[src/common/rv_pkg.sv]
`default_nettype none

package rv_pkg;

	localparam int unsigned XLEN = 32;        // data and address width
	localparam int unsigned REG_COUNT = 32;   // architectural registers
	localparam int unsigned REG_ADDR_W = 5;   // register index width
	localparam int unsigned SP_INDEX = 2;     // x2 is the stack pointer

	typedef logic [XLEN-1:0] word_t;
	typedef logic [REG_ADDR_W-1:0] reg_addr_t;

	localparam word_t RESET_SP = 32'd8192;    // sp after reset
	localparam word_t INSTR_BYTES = 32'd4;    // pc step
	localparam word_t RESET_PC = 32'd0;       // first fetch address

	////////////////////////////////////////////////////////////
	// encodings, opcode field and funct3
	////////////////////////////////////////////////////////////

	typedef enum logic [6:0] {
		op_none   = 7'b0000000,   // squashed or unknown
		op_lui    = 7'b0110111,
		op_auipc  = 7'b0010111,
		op_jal    = 7'b1101111,
		op_jalr   = 7'b1100111,
		op_branch = 7'b1100011,
		op_load   = 7'b0000011,
		op_store  = 7'b0100011,
		op_imm    = 7'b0010011,
		op_reg    = 7'b0110011
	} opcode_e;

	typedef enum logic [2:0] {
		alu_add  = 3'b000,   // sub when alt on reg ops
		alu_sll  = 3'b001,
		alu_slt  = 3'b010,
		alu_sltu = 3'b011,
		alu_xor  = 3'b100,
		alu_srl  = 3'b101,   // sra when alt
		alu_or   = 3'b110,
		alu_and  = 3'b111
	} alu_fn_e;

	typedef enum logic [2:0] {
		br_beq  = 3'b000,
		br_bne  = 3'b001,
		br_blt  = 3'b100,
		br_bge  = 3'b101,
		br_bltu = 3'b110,
		br_bgeu = 3'b111
	} branch_fn_e;

	typedef enum logic [2:0] {
		mem_byte   = 3'b000,
		mem_half   = 3'b001,
		mem_word   = 3'b010,
		mem_byte_u = 3'b100,
		mem_half_u = 3'b101
	} mem_size_e;

	typedef struct packed {
		opcode_e   opcode;
		reg_addr_t rd;
		reg_addr_t rs1;
		reg_addr_t rs2;
		logic [2:0] funct3;
		logic       alt;      // funct7 bit 5
		word_t      imm;      // sign extended
		word_t      pc;       // address of this instruction
	} decoded_t;

	typedef struct packed {
		word_t      address;
		word_t      wdata;
		logic [3:0] be;
		logic       read;
		logic       write;
	} mem_req_t;

endpackage

`default_nettype wire
[src/design/rv_core_top.sv]
`timescale 1ns/1ps
`default_nettype none

module rv_core_top (
	input  logic          clk,
	input  logic          rst_n,
	input  logic          halt,
	input  rv_pkg::word_t in_data,     // instruction word for in_addr
	input  rv_pkg::word_t data_in,     // read data for address
	output rv_pkg::word_t in_addr,
	output rv_pkg::word_t address,
	output rv_pkg::word_t data_out,
	output logic [3:0]    be,
	output logic          read_e,
	output logic          write_e
);

	rv_pkg::word_t     instr;
	rv_pkg::word_t     instr_pc;
	logic              flush;
	logic              redirect;
	rv_pkg::word_t     target;
	rv_pkg::decoded_t  dec;
	rv_pkg::word_t     rs1_data;
	rv_pkg::word_t     rs2_data;
	logic              wr_en;
	rv_pkg::reg_addr_t wr_rd;
	rv_pkg::word_t     wr_data;
	rv_pkg::word_t     load_data;
	rv_pkg::mem_req_t  req;

	////////////////////////////////////////////////////////////
	// input side, fetch and decode
	////////////////////////////////////////////////////////////

	rv_fetch i_fetch (
		.clk      (clk),
		.rst_n    (rst_n),
		.halt     (halt),
		.in_data  (in_data),
		.redirect (redirect),
		.target   (target),
		.in_addr  (in_addr),
		.instr    (instr),
		.instr_pc (instr_pc),
		.flush    (flush)
	);

	rv_decode i_decode (
		.instr    (instr),
		.instr_pc (instr_pc),
		.flush    (flush),
		.dec      (dec)
	);

	////////////////////////////////////////////////////////////
	// processing, registers and execute
	////////////////////////////////////////////////////////////

	rv_regfile i_regfile (
		.clk      (clk),
		.rst_n    (rst_n),
		.halt     (halt),
		.rs1      (dec.rs1),
		.rs2      (dec.rs2),
		.rd       (wr_rd),
		.wr_en    (wr_en),
		.wr_data  (wr_data),
		.rs1_data (rs1_data),
		.rs2_data (rs2_data)
	);

	rv_execute i_execute (
		.dec       (dec),
		.rs1_data  (rs1_data),
		.rs2_data  (rs2_data),
		.load_data (load_data),
		.redirect  (redirect),
		.target    (target),
		.wr_en     (wr_en),
		.rd        (wr_rd),
		.wr_data   (wr_data)
	);

	////////////////////////////////////////////////////////////
	// output side, data memory port
	////////////////////////////////////////////////////////////

	rv_lsu i_lsu (
		.dec       (dec),
		.rs1_data  (rs1_data),
		.rs2_data  (rs2_data),
		.data_in   (data_in),
		.req       (req),
		.load_data (load_data)
	);

	assign address  = req.address;
	assign data_out = req.wdata;
	assign be       = req.be;
	assign read_e   = req.read & ~halt;    // no access while halted
	assign write_e  = req.write & ~halt;

endmodule

`default_nettype wire

[src/design/rv_lsu.sv]
`timescale 1ns/1ps
`default_nettype none

module rv_lsu (
	input  rv_pkg::decoded_t dec,
	input  rv_pkg::word_t    rs1_data,
	input  rv_pkg::word_t    rs2_data,
	input  rv_pkg::word_t    data_in,     // combinational read data
	output rv_pkg::mem_req_t req,
	output rv_pkg::word_t    load_data
);

	rv_pkg::word_t     addr;
	rv_pkg::mem_size_e size;
	logic [7:0]        ld_byte;
	logic [15:0]       ld_half;

	assign addr = rs1_data + dec.imm;
	assign size = rv_pkg::mem_size_e'(dec.funct3);

	////////////////////////////////////////////////////////////
	// byte enables and store lanes
	////////////////////////////////////////////////////////////

	always_comb
	begin
		req.address = addr;
		req.read    = dec.opcode == rv_pkg::op_load;
		req.write   = dec.opcode == rv_pkg::op_store;
		case (size)
			rv_pkg::mem_byte,
			rv_pkg::mem_byte_u:
			begin
				req.be    = 4'b0001 << addr[1:0];                         // one lane
				req.wdata = {24'b0, rs2_data[7:0]} << {addr[1:0], 3'b000};   // other lanes zero
			end
			rv_pkg::mem_half,
			rv_pkg::mem_half_u:
			begin
				req.be    = addr[1] ? 4'b1100 : 4'b0011;   // upper or lower half
				req.wdata = addr[1] ? {rs2_data[15:0], 16'b0} : {16'b0, rs2_data[15:0]};
			end
			default:
			begin
				req.be    = 4'b1111;   // word
				req.wdata = rs2_data;
			end
		endcase
	end

	// load lane pick and extension
	assign ld_byte = data_in[{addr[1:0], 3'b000} +: 8];
	assign ld_half = addr[1] ? data_in[31:16] : data_in[15:0];

	always_comb
	begin
		case (size)
			rv_pkg::mem_byte:   load_data = {{24{ld_byte[7]}}, ld_byte};
			rv_pkg::mem_byte_u: load_data = {24'b0, ld_byte};
			rv_pkg::mem_half:   load_data = {{16{ld_half[15]}}, ld_half};
			rv_pkg::mem_half_u: load_data = {16'b0, ld_half};
			default:            load_data = data_in;   // lw
		endcase
	end

endmodule

`default_nettype wire

[src/execute/rv_execute.sv]
`timescale 1ns/1ps
`default_nettype none

module rv_execute (
	input  rv_pkg::decoded_t  dec,
	input  rv_pkg::word_t     rs1_data,
	input  rv_pkg::word_t     rs2_data,
	input  rv_pkg::word_t     load_data,   // extended by the lsu
	output logic              redirect,
	output rv_pkg::word_t     target,
	output logic              wr_en,
	output rv_pkg::reg_addr_t rd,
	output rv_pkg::word_t     wr_data
);

	rv_pkg::word_t op_b;      // rs2 or immediate
	rv_pkg::word_t alu_res;
	rv_pkg::word_t jump_sum;
	logic          taken;

	assign op_b = (dec.opcode == rv_pkg::op_imm) ? dec.imm : rs2_data;

	////////////////////////////////////////////////////////////
	// alu
	////////////////////////////////////////////////////////////

	always_comb
	begin
		case (rv_pkg::alu_fn_e'(dec.funct3))
			rv_pkg::alu_add:
				alu_res = (dec.opcode == rv_pkg::op_reg && dec.alt) ? rs1_data - op_b
					: rs1_data + op_b;   // addi never subtracts
			rv_pkg::alu_sll:  alu_res = rs1_data << op_b[4:0];
			rv_pkg::alu_slt:  alu_res = rv_pkg::word_t'($signed(rs1_data) < $signed(op_b));
			rv_pkg::alu_sltu: alu_res = rv_pkg::word_t'(rs1_data < op_b);
			rv_pkg::alu_xor:  alu_res = rs1_data ^ op_b;
			rv_pkg::alu_srl:
				alu_res = dec.alt ? rv_pkg::word_t'($signed(rs1_data) >>> op_b[4:0])
					: rs1_data >> op_b[4:0];   // sra vs srl
			rv_pkg::alu_or:   alu_res = rs1_data | op_b;
			default:          alu_res = rs1_data & op_b;
		endcase
	end

	// branch compare, always on rs2
	always_comb
	begin
		case (rv_pkg::branch_fn_e'(dec.funct3))
			rv_pkg::br_beq:  taken = rs1_data == rs2_data;
			rv_pkg::br_bne:  taken = rs1_data != rs2_data;
			rv_pkg::br_blt:  taken = $signed(rs1_data) < $signed(rs2_data);
			rv_pkg::br_bge:  taken = $signed(rs1_data) >= $signed(rs2_data);
			rv_pkg::br_bltu: taken = rs1_data < rs2_data;
			rv_pkg::br_bgeu: taken = rs1_data >= rs2_data;
			default:         taken = 1'b0;   // reserved funct3
		endcase
	end

	////////////////////////////////////////////////////////////
	// control transfer
	////////////////////////////////////////////////////////////

	assign jump_sum = ((dec.opcode == rv_pkg::op_jalr) ? rs1_data : dec.pc) + dec.imm;
	assign target   = {jump_sum[31:1], jump_sum[0] & (dec.opcode != rv_pkg::op_jalr)};
	assign redirect = (dec.opcode == rv_pkg::op_jal) || (dec.opcode == rv_pkg::op_jalr)
		|| (dec.opcode == rv_pkg::op_branch && taken);

	// write-back select
	always_comb
	begin
		wr_en = 1'b1;
		case (dec.opcode)
			rv_pkg::op_lui:   wr_data = dec.imm;
			rv_pkg::op_auipc: wr_data = dec.pc + dec.imm;
			rv_pkg::op_jal,
			rv_pkg::op_jalr:  wr_data = dec.pc + rv_pkg::INSTR_BYTES;   // link
			rv_pkg::op_load:  wr_data = load_data;
			rv_pkg::op_imm,
			rv_pkg::op_reg:   wr_data = alu_res;
			default:
			begin
				wr_en   = 1'b0;        // branch, store, bubble
				wr_data = alu_res;
			end
		endcase
	end

	assign rd = dec.rd;

endmodule

`default_nettype wire

[src/execute/rv_regfile.sv]
`timescale 1ns/1ps
`default_nettype none

module rv_regfile (
	input  logic              clk,
	input  logic              rst_n,
	input  logic              halt,
	input  rv_pkg::reg_addr_t rs1,
	input  rv_pkg::reg_addr_t rs2,
	input  rv_pkg::reg_addr_t rd,
	input  logic              wr_en,
	input  rv_pkg::word_t     wr_data,
	output rv_pkg::word_t     rs1_data,   // async read
	output rv_pkg::word_t     rs2_data
);

	rv_pkg::word_t regs [rv_pkg::REG_COUNT];

	assign rs1_data = regs[rs1];
	assign rs2_data = regs[rs2];

	always_ff @(posedge clk)
	begin
		if (!rst_n)
		begin
			for (int i = 0; i < rv_pkg::REG_COUNT; i++)
			begin
				regs[i] <= (i == rv_pkg::SP_INDEX) ? rv_pkg::RESET_SP : '0;   // sp preset
			end
		end
		else if (wr_en && !halt && rd != '0)   // x0 stays zero
		begin
			regs[rd] <= wr_data;
		end
	end

endmodule

`default_nettype wire

[src/fetch/rv_decode.sv]
`timescale 1ns/1ps
`default_nettype none

module rv_decode (
	input  logic             [31:0] instr,
	input  rv_pkg::word_t    instr_pc,
	input  logic             flush,
	output rv_pkg::decoded_t dec
);

	rv_pkg::opcode_e op;      // class before squash
	rv_pkg::word_t   imm;

	// opcode classification
	always_comb
	begin
		case (instr[6:0])
			rv_pkg::op_lui:    op = rv_pkg::op_lui;
			rv_pkg::op_auipc:  op = rv_pkg::op_auipc;
			rv_pkg::op_jal:    op = rv_pkg::op_jal;
			rv_pkg::op_jalr:   op = rv_pkg::op_jalr;
			rv_pkg::op_branch: op = rv_pkg::op_branch;
			rv_pkg::op_load:   op = rv_pkg::op_load;
			rv_pkg::op_store:  op = rv_pkg::op_store;
			rv_pkg::op_imm:    op = rv_pkg::op_imm;
			rv_pkg::op_reg:    op = rv_pkg::op_reg;
			default:           op = rv_pkg::op_none;   // unknown acts as nop
		endcase
	end

	////////////////////////////////////////////////////////////
	// immediate per format
	////////////////////////////////////////////////////////////

	always_comb
	begin
		case (op)
			rv_pkg::op_store:   // s-type
				imm = {{20{instr[31]}}, instr[31:25], instr[11:7]};
			rv_pkg::op_branch:  // b-type, bit 0 zero
				imm = {{19{instr[31]}}, instr[31], instr[7], instr[30:25], instr[11:8], 1'b0};
			rv_pkg::op_lui,
			rv_pkg::op_auipc:   // u-type
				imm = {instr[31:12], 12'b0};
			rv_pkg::op_jal:     // j-type
				imm = {{11{instr[31]}}, instr[31], instr[19:12], instr[20], instr[30:21], 1'b0};
			default:            // i-type, also jalr and loads
				imm = {{20{instr[31]}}, instr[31:20]};
		endcase
	end

	always_comb
	begin
		dec.opcode = flush ? rv_pkg::op_none : op;   // bubble kills the slot
		dec.rd     = instr[11:7];
		dec.rs1    = instr[19:15];
		dec.rs2    = instr[24:20];
		dec.funct3 = instr[14:12];
		dec.alt    = instr[30];     // sub and sra select
		dec.imm    = imm;
		dec.pc     = instr_pc;
	end

endmodule

`default_nettype wire

[src/fetch/rv_fetch.sv]
`timescale 1ns/1ps
`default_nettype none

module rv_fetch (
	input  logic          clk,
	input  logic          rst_n,
	input  logic          halt,
	input  rv_pkg::word_t in_data,    // rom output for in_addr
	input  logic          redirect,   // taken branch or jump
	input  rv_pkg::word_t target,
	output rv_pkg::word_t in_addr,
	output rv_pkg::word_t instr,      // instruction register
	output rv_pkg::word_t instr_pc,
	output logic          flush       // instr is a bubble
);

	rv_pkg::word_t pc;        // fetch address
	rv_pkg::word_t pc_next;

	assign pc_next = redirect ? target : pc + rv_pkg::INSTR_BYTES;
	assign in_addr = pc;

	////////////////////////////////////////////////////////////
	// pc and flush flag
	////////////////////////////////////////////////////////////

	always_ff @(posedge clk)
	begin
		if (!rst_n)
		begin
			pc    <= rv_pkg::RESET_PC;
			flush <= 1'b1;               // first word after reset is junk
		end
		else if (!halt)
		begin
			pc    <= pc_next;
			flush <= redirect;           // squash the word behind a jump
		end
	end

	// instruction register, masked by flush until valid
	always_ff @(posedge clk)
	begin
		if (!halt)
		begin
			instr    <= in_data;
			instr_pc <= pc;              // pc of the word just latched
		end
	end

endmodule

`default_nettype wire

[config.mk]
export PLATFORM = sky130hd
export DESIGN_NAME = rv_core_top
export DESIGN_NICKNAME = d
export VERILOG_FILES = /design/src/common/rv_pkg.sv /design/src/design/rv_core_top.sv /design/src/design/rv_lsu.sv /design/src/execute/rv_execute.sv /design/src/execute/rv_regfile.sv /design/src/fetch/rv_decode.sv /design/src/fetch/rv_fetch.sv
export SDC_FILE = /design/constraint.sdc
export NUM_CORES = 2
export LEC_CHECK = 0
export BUFFER_PORTS_ARGS = -buffer_cell sky130_fd_sc_hd__buf_2
export CAP_MARGIN = 15
export CORE_MARGIN = 2
export CORE_UTILIZATION = 60
export DETAILED_ROUTE_END_ITERATION = 16
export MAX_ROUTING_LAYER = met4
export PLACE_DENSITY = 0.77
export SKIP_LAST_GASP = 1
export SLEW_MARGIN = 20
export SYNTH_ARGS = -nofsm -noshare
export SYNTH_HDL_FRONTEND = slang
export SYNTH_SLANG_ARGS = --single-unit
[constraint.sdc]
create_clock -name clk -period 12.7 [get_ports clk]
set_input_delay 1.905 -clock clk [delete_from_list [all_inputs] [get_ports clk]]
set_output_delay 1.905 -clock clk [all_outputs]
set_load 0.005 [all_outputs]
# Yosys cells after proc, flatten, opt, wreduce, memory -nomap -nowiden
# Memories as Yosys holds them, arrays and structs flattened. A register that Yosys moved wholly into a read port is not among the register bits.
# Index checks and enable logic that the tools add are counted.
[op_classes] eq_ne=33 n_addsub=7 mux=26 n_reduce_logical=15 order_cmp=6 n_bitwise=7 n_shift=6
[op_table] op="$pmux 32 s4" count=2
[op_table] op="$mux 32" count=7
[op_table] op="$pmux 32 s7" count=1
[op_table] op="$add 32x32->32" count=4
[op_table] op="$lt 32x32->1" count=4
[op_table] op="$pmux 31 s4" count=1
[op_table] op="$pmux 36 s2" count=1
[op_table] op="$add 32x3->32 const B" count=2
[op_table] op="$ge 32x32->1" count=2
[op_table] op="$pmux 7 s9" count=1
[op_table] op="$eq 7x6->1 const B" count=8
[op_table] op="$eq 7x7->1 const B" count=8
[op_table] op="$eq 7x5->1 const B" count=5
[op_table] op="$and 32x32->32" count=1
[op_table] op="$eq 32x32->1" count=1
[op_table] op="$ne 32x32->1" count=1
[op_table] op="$or 32x32->32" count=1
[op_table] op="$reduce_or 32->1" count=1
[op_table] op="$shiftx 32x6->8" count=1
[op_table] op="$shl 32x5->32" count=1
[op_table] op="$shl 8x5->32" count=1
[op_table] op="$shr 32x5->32" count=1
[op_table] op="$sshr 32x5->32" count=1
[op_table] op="$sub 32x32->32" count=1
[op_table] op="22 further kinds" count=43
[totals] inputBits=67 output_inout_bits=102 ram_bits=1024 n_memories=1 regBits=97 wordCells=105
[memory_table] name="i_regfile.regs" words=32 word_bits=32 read_ports=2 rd_ports_with_merged_regs=2 write_ports=32 line="rv_regfile.sv:17" source="rv_pkg::word_t regs [rv_pkg::REG_COUNT];"

# Logic depth before layout (Yosys ltp)
[logic_depth] depth_word=13 ltp_mapped=32 mapped_depth_nobuf=23

# Hierarchy
# From an unflattened synthesis, not the netlist that was laid out.
[unflattened] cells_unflattened=7913 area_unflattened_um2=78846.9
[modules_own_cells] module="rv_regfile" cells_per_inst=4611 seq_area_each_um2=30749.5 area_each_um2=55593.3 n_inst=1
[modules_own_cells] module="rv_execute" cells_per_inst=2383 seq_area_each_um2=0.0 area_each_um2=15413.5 n_inst=1
[modules_own_cells] module="rv_fetch" cells_per_inst=341 seq_area_each_um2=2582.5 area_each_um2=3941.3 n_inst=1
[modules_own_cells] module="rv_lsu" cells_per_inst=455 seq_area_each_um2=0.0 area_each_um2=2957.8 n_inst=1
[modules_own_cells] module="rv_decode" cells_per_inst=121 seq_area_each_um2=0.0 area_each_um2=928.4 n_inst=1
[modules_own_cells] module="rv_core_top" cells_per_inst=2 seq_area_each_um2=0.0 area_each_um2=12.5 n_inst=1

# Worst setup path before layout
# No wires, ideal clock.
[synth_timing] path_kind="reg2out" start="reg (tool-made name)" end="out address[30]" n_path_buf=7 path_stages_with_launch=27 t_required_ns=10.795 setup_slack_ns=5.246 arrival_ns=5.549 cell_sequence="dfxtp_1 -> buf_4 -> buf_6 -> buf_6 -> buf_6 -> buf_2 -> buf_2 -> mux4_2 -> a22oi_1 -> and4_1 -> clkbuf_1 -> inv_1 -> ha_1 -> fa_1 -> a21o_1 -> a21oi_1 -> o21ai_0 -> a21o_1 -> a211oi_1 -> nor3_1 -> o41a_1 -> o31a_1 -> o21ai_0 -> a21oi_1 -> o21a_1 -> nor2_1 -> xnor2_1"
[synth_rtl] item="end: declaration" line="rv_core_top.sv:11" source="output rv_pkg::word_t address,"

==> results.tsv <==
metric	value	unit
most common cell in the netlist	nor2_1	
first-pass GRT wire length	460000	um
Clock transition at path regs	70	ps
total routed wirelength	335000	um
die width	355	um
# fillers	9156	
total gr overflow	0	
cts repair resizes	0	
most area-consuming cells after synthesis	edfxtp_1 (44%), mux4_2 (13%), nor2_1 (6.1%), mux2i_1 (5.5%), ha_1 (3.8%)	
crit path launch type	flop	
antenna-violating nets left	0	
setup TNS	0	ps
Async SR Flop Fraction	0	%
clock root cell	clkbuf_16	
synthesis warning total	0	
aggregate global-route resource usage	53.6	%
worst slew pin tran	1300	ps
maximum buffer depth of the clock tree	3	
Worst path max stage delay	800	ps
Yosys top cell area share	44.2	%
vias in the first global route	61600	
area grow syn2layout	8.19	%
Avg Cell Area, Syn	11.1	um2
Min Clock Period, post-route	10150	ps
DRC violations left	0	
dpl ws	3900	ps
Worst setup EP type	primary output	
Synth Area in Simple Gates	12.6	%
critical path class	flop to primary output	
# rows	128	
CORE AREA	0.122	mm2
worst min path class	flop to flop	
main combinational cell family by area after synthesis	multiplexers	
Via density	7.77	
Synth Area in Compound Gates	12.8	%
Seq cells post-synth	1131	
VDD IR max	160	uV
Die Y-Extent	355	um
Post-Syn Area	0.0739	mm2
# hold bufs at CTS	0	
final hold vios	0	
Detailed Place HPWL	222000	um
FMAX	98.5	MHz
Synth Area in XOR/XNOR	1.47	%
fraction of layout cells with a size suffix above 1	18.4	%
total setup buffers inserted after CTS	0	
drt initial violations	13300	
final worst-path setup slack	2550	ps
outcome	finished clean	
Pre-antenna DRT Iters	8	
clk_skew	99.2	ps
post-synthesis sequential area ratio	45.4	%
per-cell routed wire length	40.0	um
GPL Wtd Cong	1.16	
Clock H-tree levels	3	
EDFF count, synth	1088	
CTS tree	yes	
Crit path required time	10800	ps
top cells by count, synth	nor2_1 (1201), edfxtp_1 (1088), mux4_2 (427)	
crit path DAT	8240	ps
initial antenna violation count	20	
PD cells	156	mW/mm2
Netlist cell types	107	
Leak	29.8	nW
relative slew slack	13.2	%
synthesized instance count	6674	
Crit-path slowest cell	dfxtp_4	
# nets final	6922	
Top delay family on crit path	compound AO/OA/AOI/OAI gates	
RSZ-0062 raised after global routing	no	
DR vias	65000	
largest net degree at the start of global routing	150	
# port buffers	168	
mux contribution to synthesized area	19.3	%
Synth Flop Type	edfxtp_1	
Clock Sinks	1131	
initial core utilization	60.6	%
# IOs	169	
crit path cell chain	buf_12 > mux4_2 > a22oi_1 > nand4_1 > ha_1 > a21o_1 > a21oi_1 > o21ai_0 > a21o_1 > a211oi_1 > nor3_1 > o41a_1 > o31a_1 > o21ai_0 > a21oi_1 > o21a_1 > nor2_1 > xnor2_1 > buf_2	
area leader, netlist	edfxtp_1	
CTS Buf Count	112	
Max-cap violations	0	
Finished Cell Area	0.0800	mm2
Post-Synth Adder-Cell Area	3.94	%
Final period util	79.9	%
final core utilization	65.5	%
fin. max-slew vios	0	
Worst Path Buf+Inv	2	
Critical Path Fanout Max	149	
latest clock arrival within the worst-skew pair	820	ps
Setup Viol. Count Final	0	
Area after DPL	0.0763	mm2
die area	0.126	mm2
final timing paths:
| kind | from | to | slack (ps) | cells past startpoint |
|---|---|---|---|---|
| worst max-delay path | flop | address[30] | 2550 | 19 |
| worst min-delay path | i_fetch.in_addr[0]$_SDFFE_PN0P_ | i_fetch.instr_pc[0]$_DFFE_PN_ | 470 | 0 |
| worst max register to register | flop | i_regfile.regs[6][12]$_SDFFCE_PN0P_ | 3960 | 20 |
| worst min register to register | i_fetch.in_addr[0]$_SDFFE_PN0P_ | i_fetch.instr_pc[0]$_DFFE_PN_ | 470 | 0 |
area by class of cell:
class | count | area [um2] | area share [%]
repair buffers | 377 | 2470 | 3.09
clock inverters | 76 | 669 | 0.837
multi-input cells | 4830 | 37600 | 47.1
inverters | 173 | 656 | 0.820
flip-flops and latches | 1131 | 33600 | 42.0
clock buffers | 129 | 2900 | 3.62
well taps | 1625 | 2030 | 2.54
diodes | 26 | 65.1 | 0.0814
kinds of logic after synthesis:
logic type	Yosys count
other	1
AND/OR/NAND/NOR	2133
buffers and inverters	744
flip-flops	1131
multiplexers	886
XOR/XNOR	124
AO/OA/AOI/OAI	1425
adder cells (fa/ha/maj)	230
routing by layer:
metal	wire (um)	share of wire, %	track usage (%)	vias up
li1	-	-	-	25200
met1	110000	33	64.8	31000
met2	137000	41	73.3	6880
met3	57300	17	22.4	1987
met4	29900	8.9	35.5	0
met5	0	0	-	-
registers in the layout, summed over array words and instances, names as in the netlist, named ones only:
register          cells
i_fetch.flush         1
i_fetch.in_addr      32
i_fetch.instr        32
i_fetch.instr_pc     32
i_regfile.regs     1024
power by group:
part,internal (mW),switching (mW)
combinational,1.48,3.37
sequential,4.22,0.124
clock,1.78,1.54
layout by cell type, fill, tap and decap left out, drive strengths merged, types with 73 or more instances in the layout:
cell type,netlist,final
nand2,353,353
a21oi,399,399
nor2,1253,1253
a22oi,212,212
edfxtp,1088,1088
clkbuf,308,129
nand3,145,145
inv,170,175
o21ai,226,226
nor3,82,82
a21o,82,82
ha,225,225
buf,263,377
xnor2,73,73
mux4,427,427
mux2i,408,408
through the flow:
stage,hold slack (ps),instances,power (mW)
6_report,471,8367,12.5
5_1_grt,495,8357,12.7
4_1_cts,467,8340,12.2
3_5_place_dp,451,8135,8.96
3_3_place_gp,452,8135,8.94
2_1_floorplan,454,6705,7.21
worst register-to-register path, stage by stage (launching register included):
cell      delay [ps]
dfxtp_4          800
buf_12           710
nand2b_1         670
nor2_1            70
a22oi_1          190
and4_1           540
inv_1            170
ha_1             270
fa_1             510
buf_4            250
nand2_1          610
nor2_1           500
a221oi_1         660
o22ai_1          190
a211oi_1         920
o311ai_0         330
a21oi_1          200
o211ai_1         130
o21ai_2          280
buf_4            400
nor2_1           120
(Power assumes the default switching activity.)
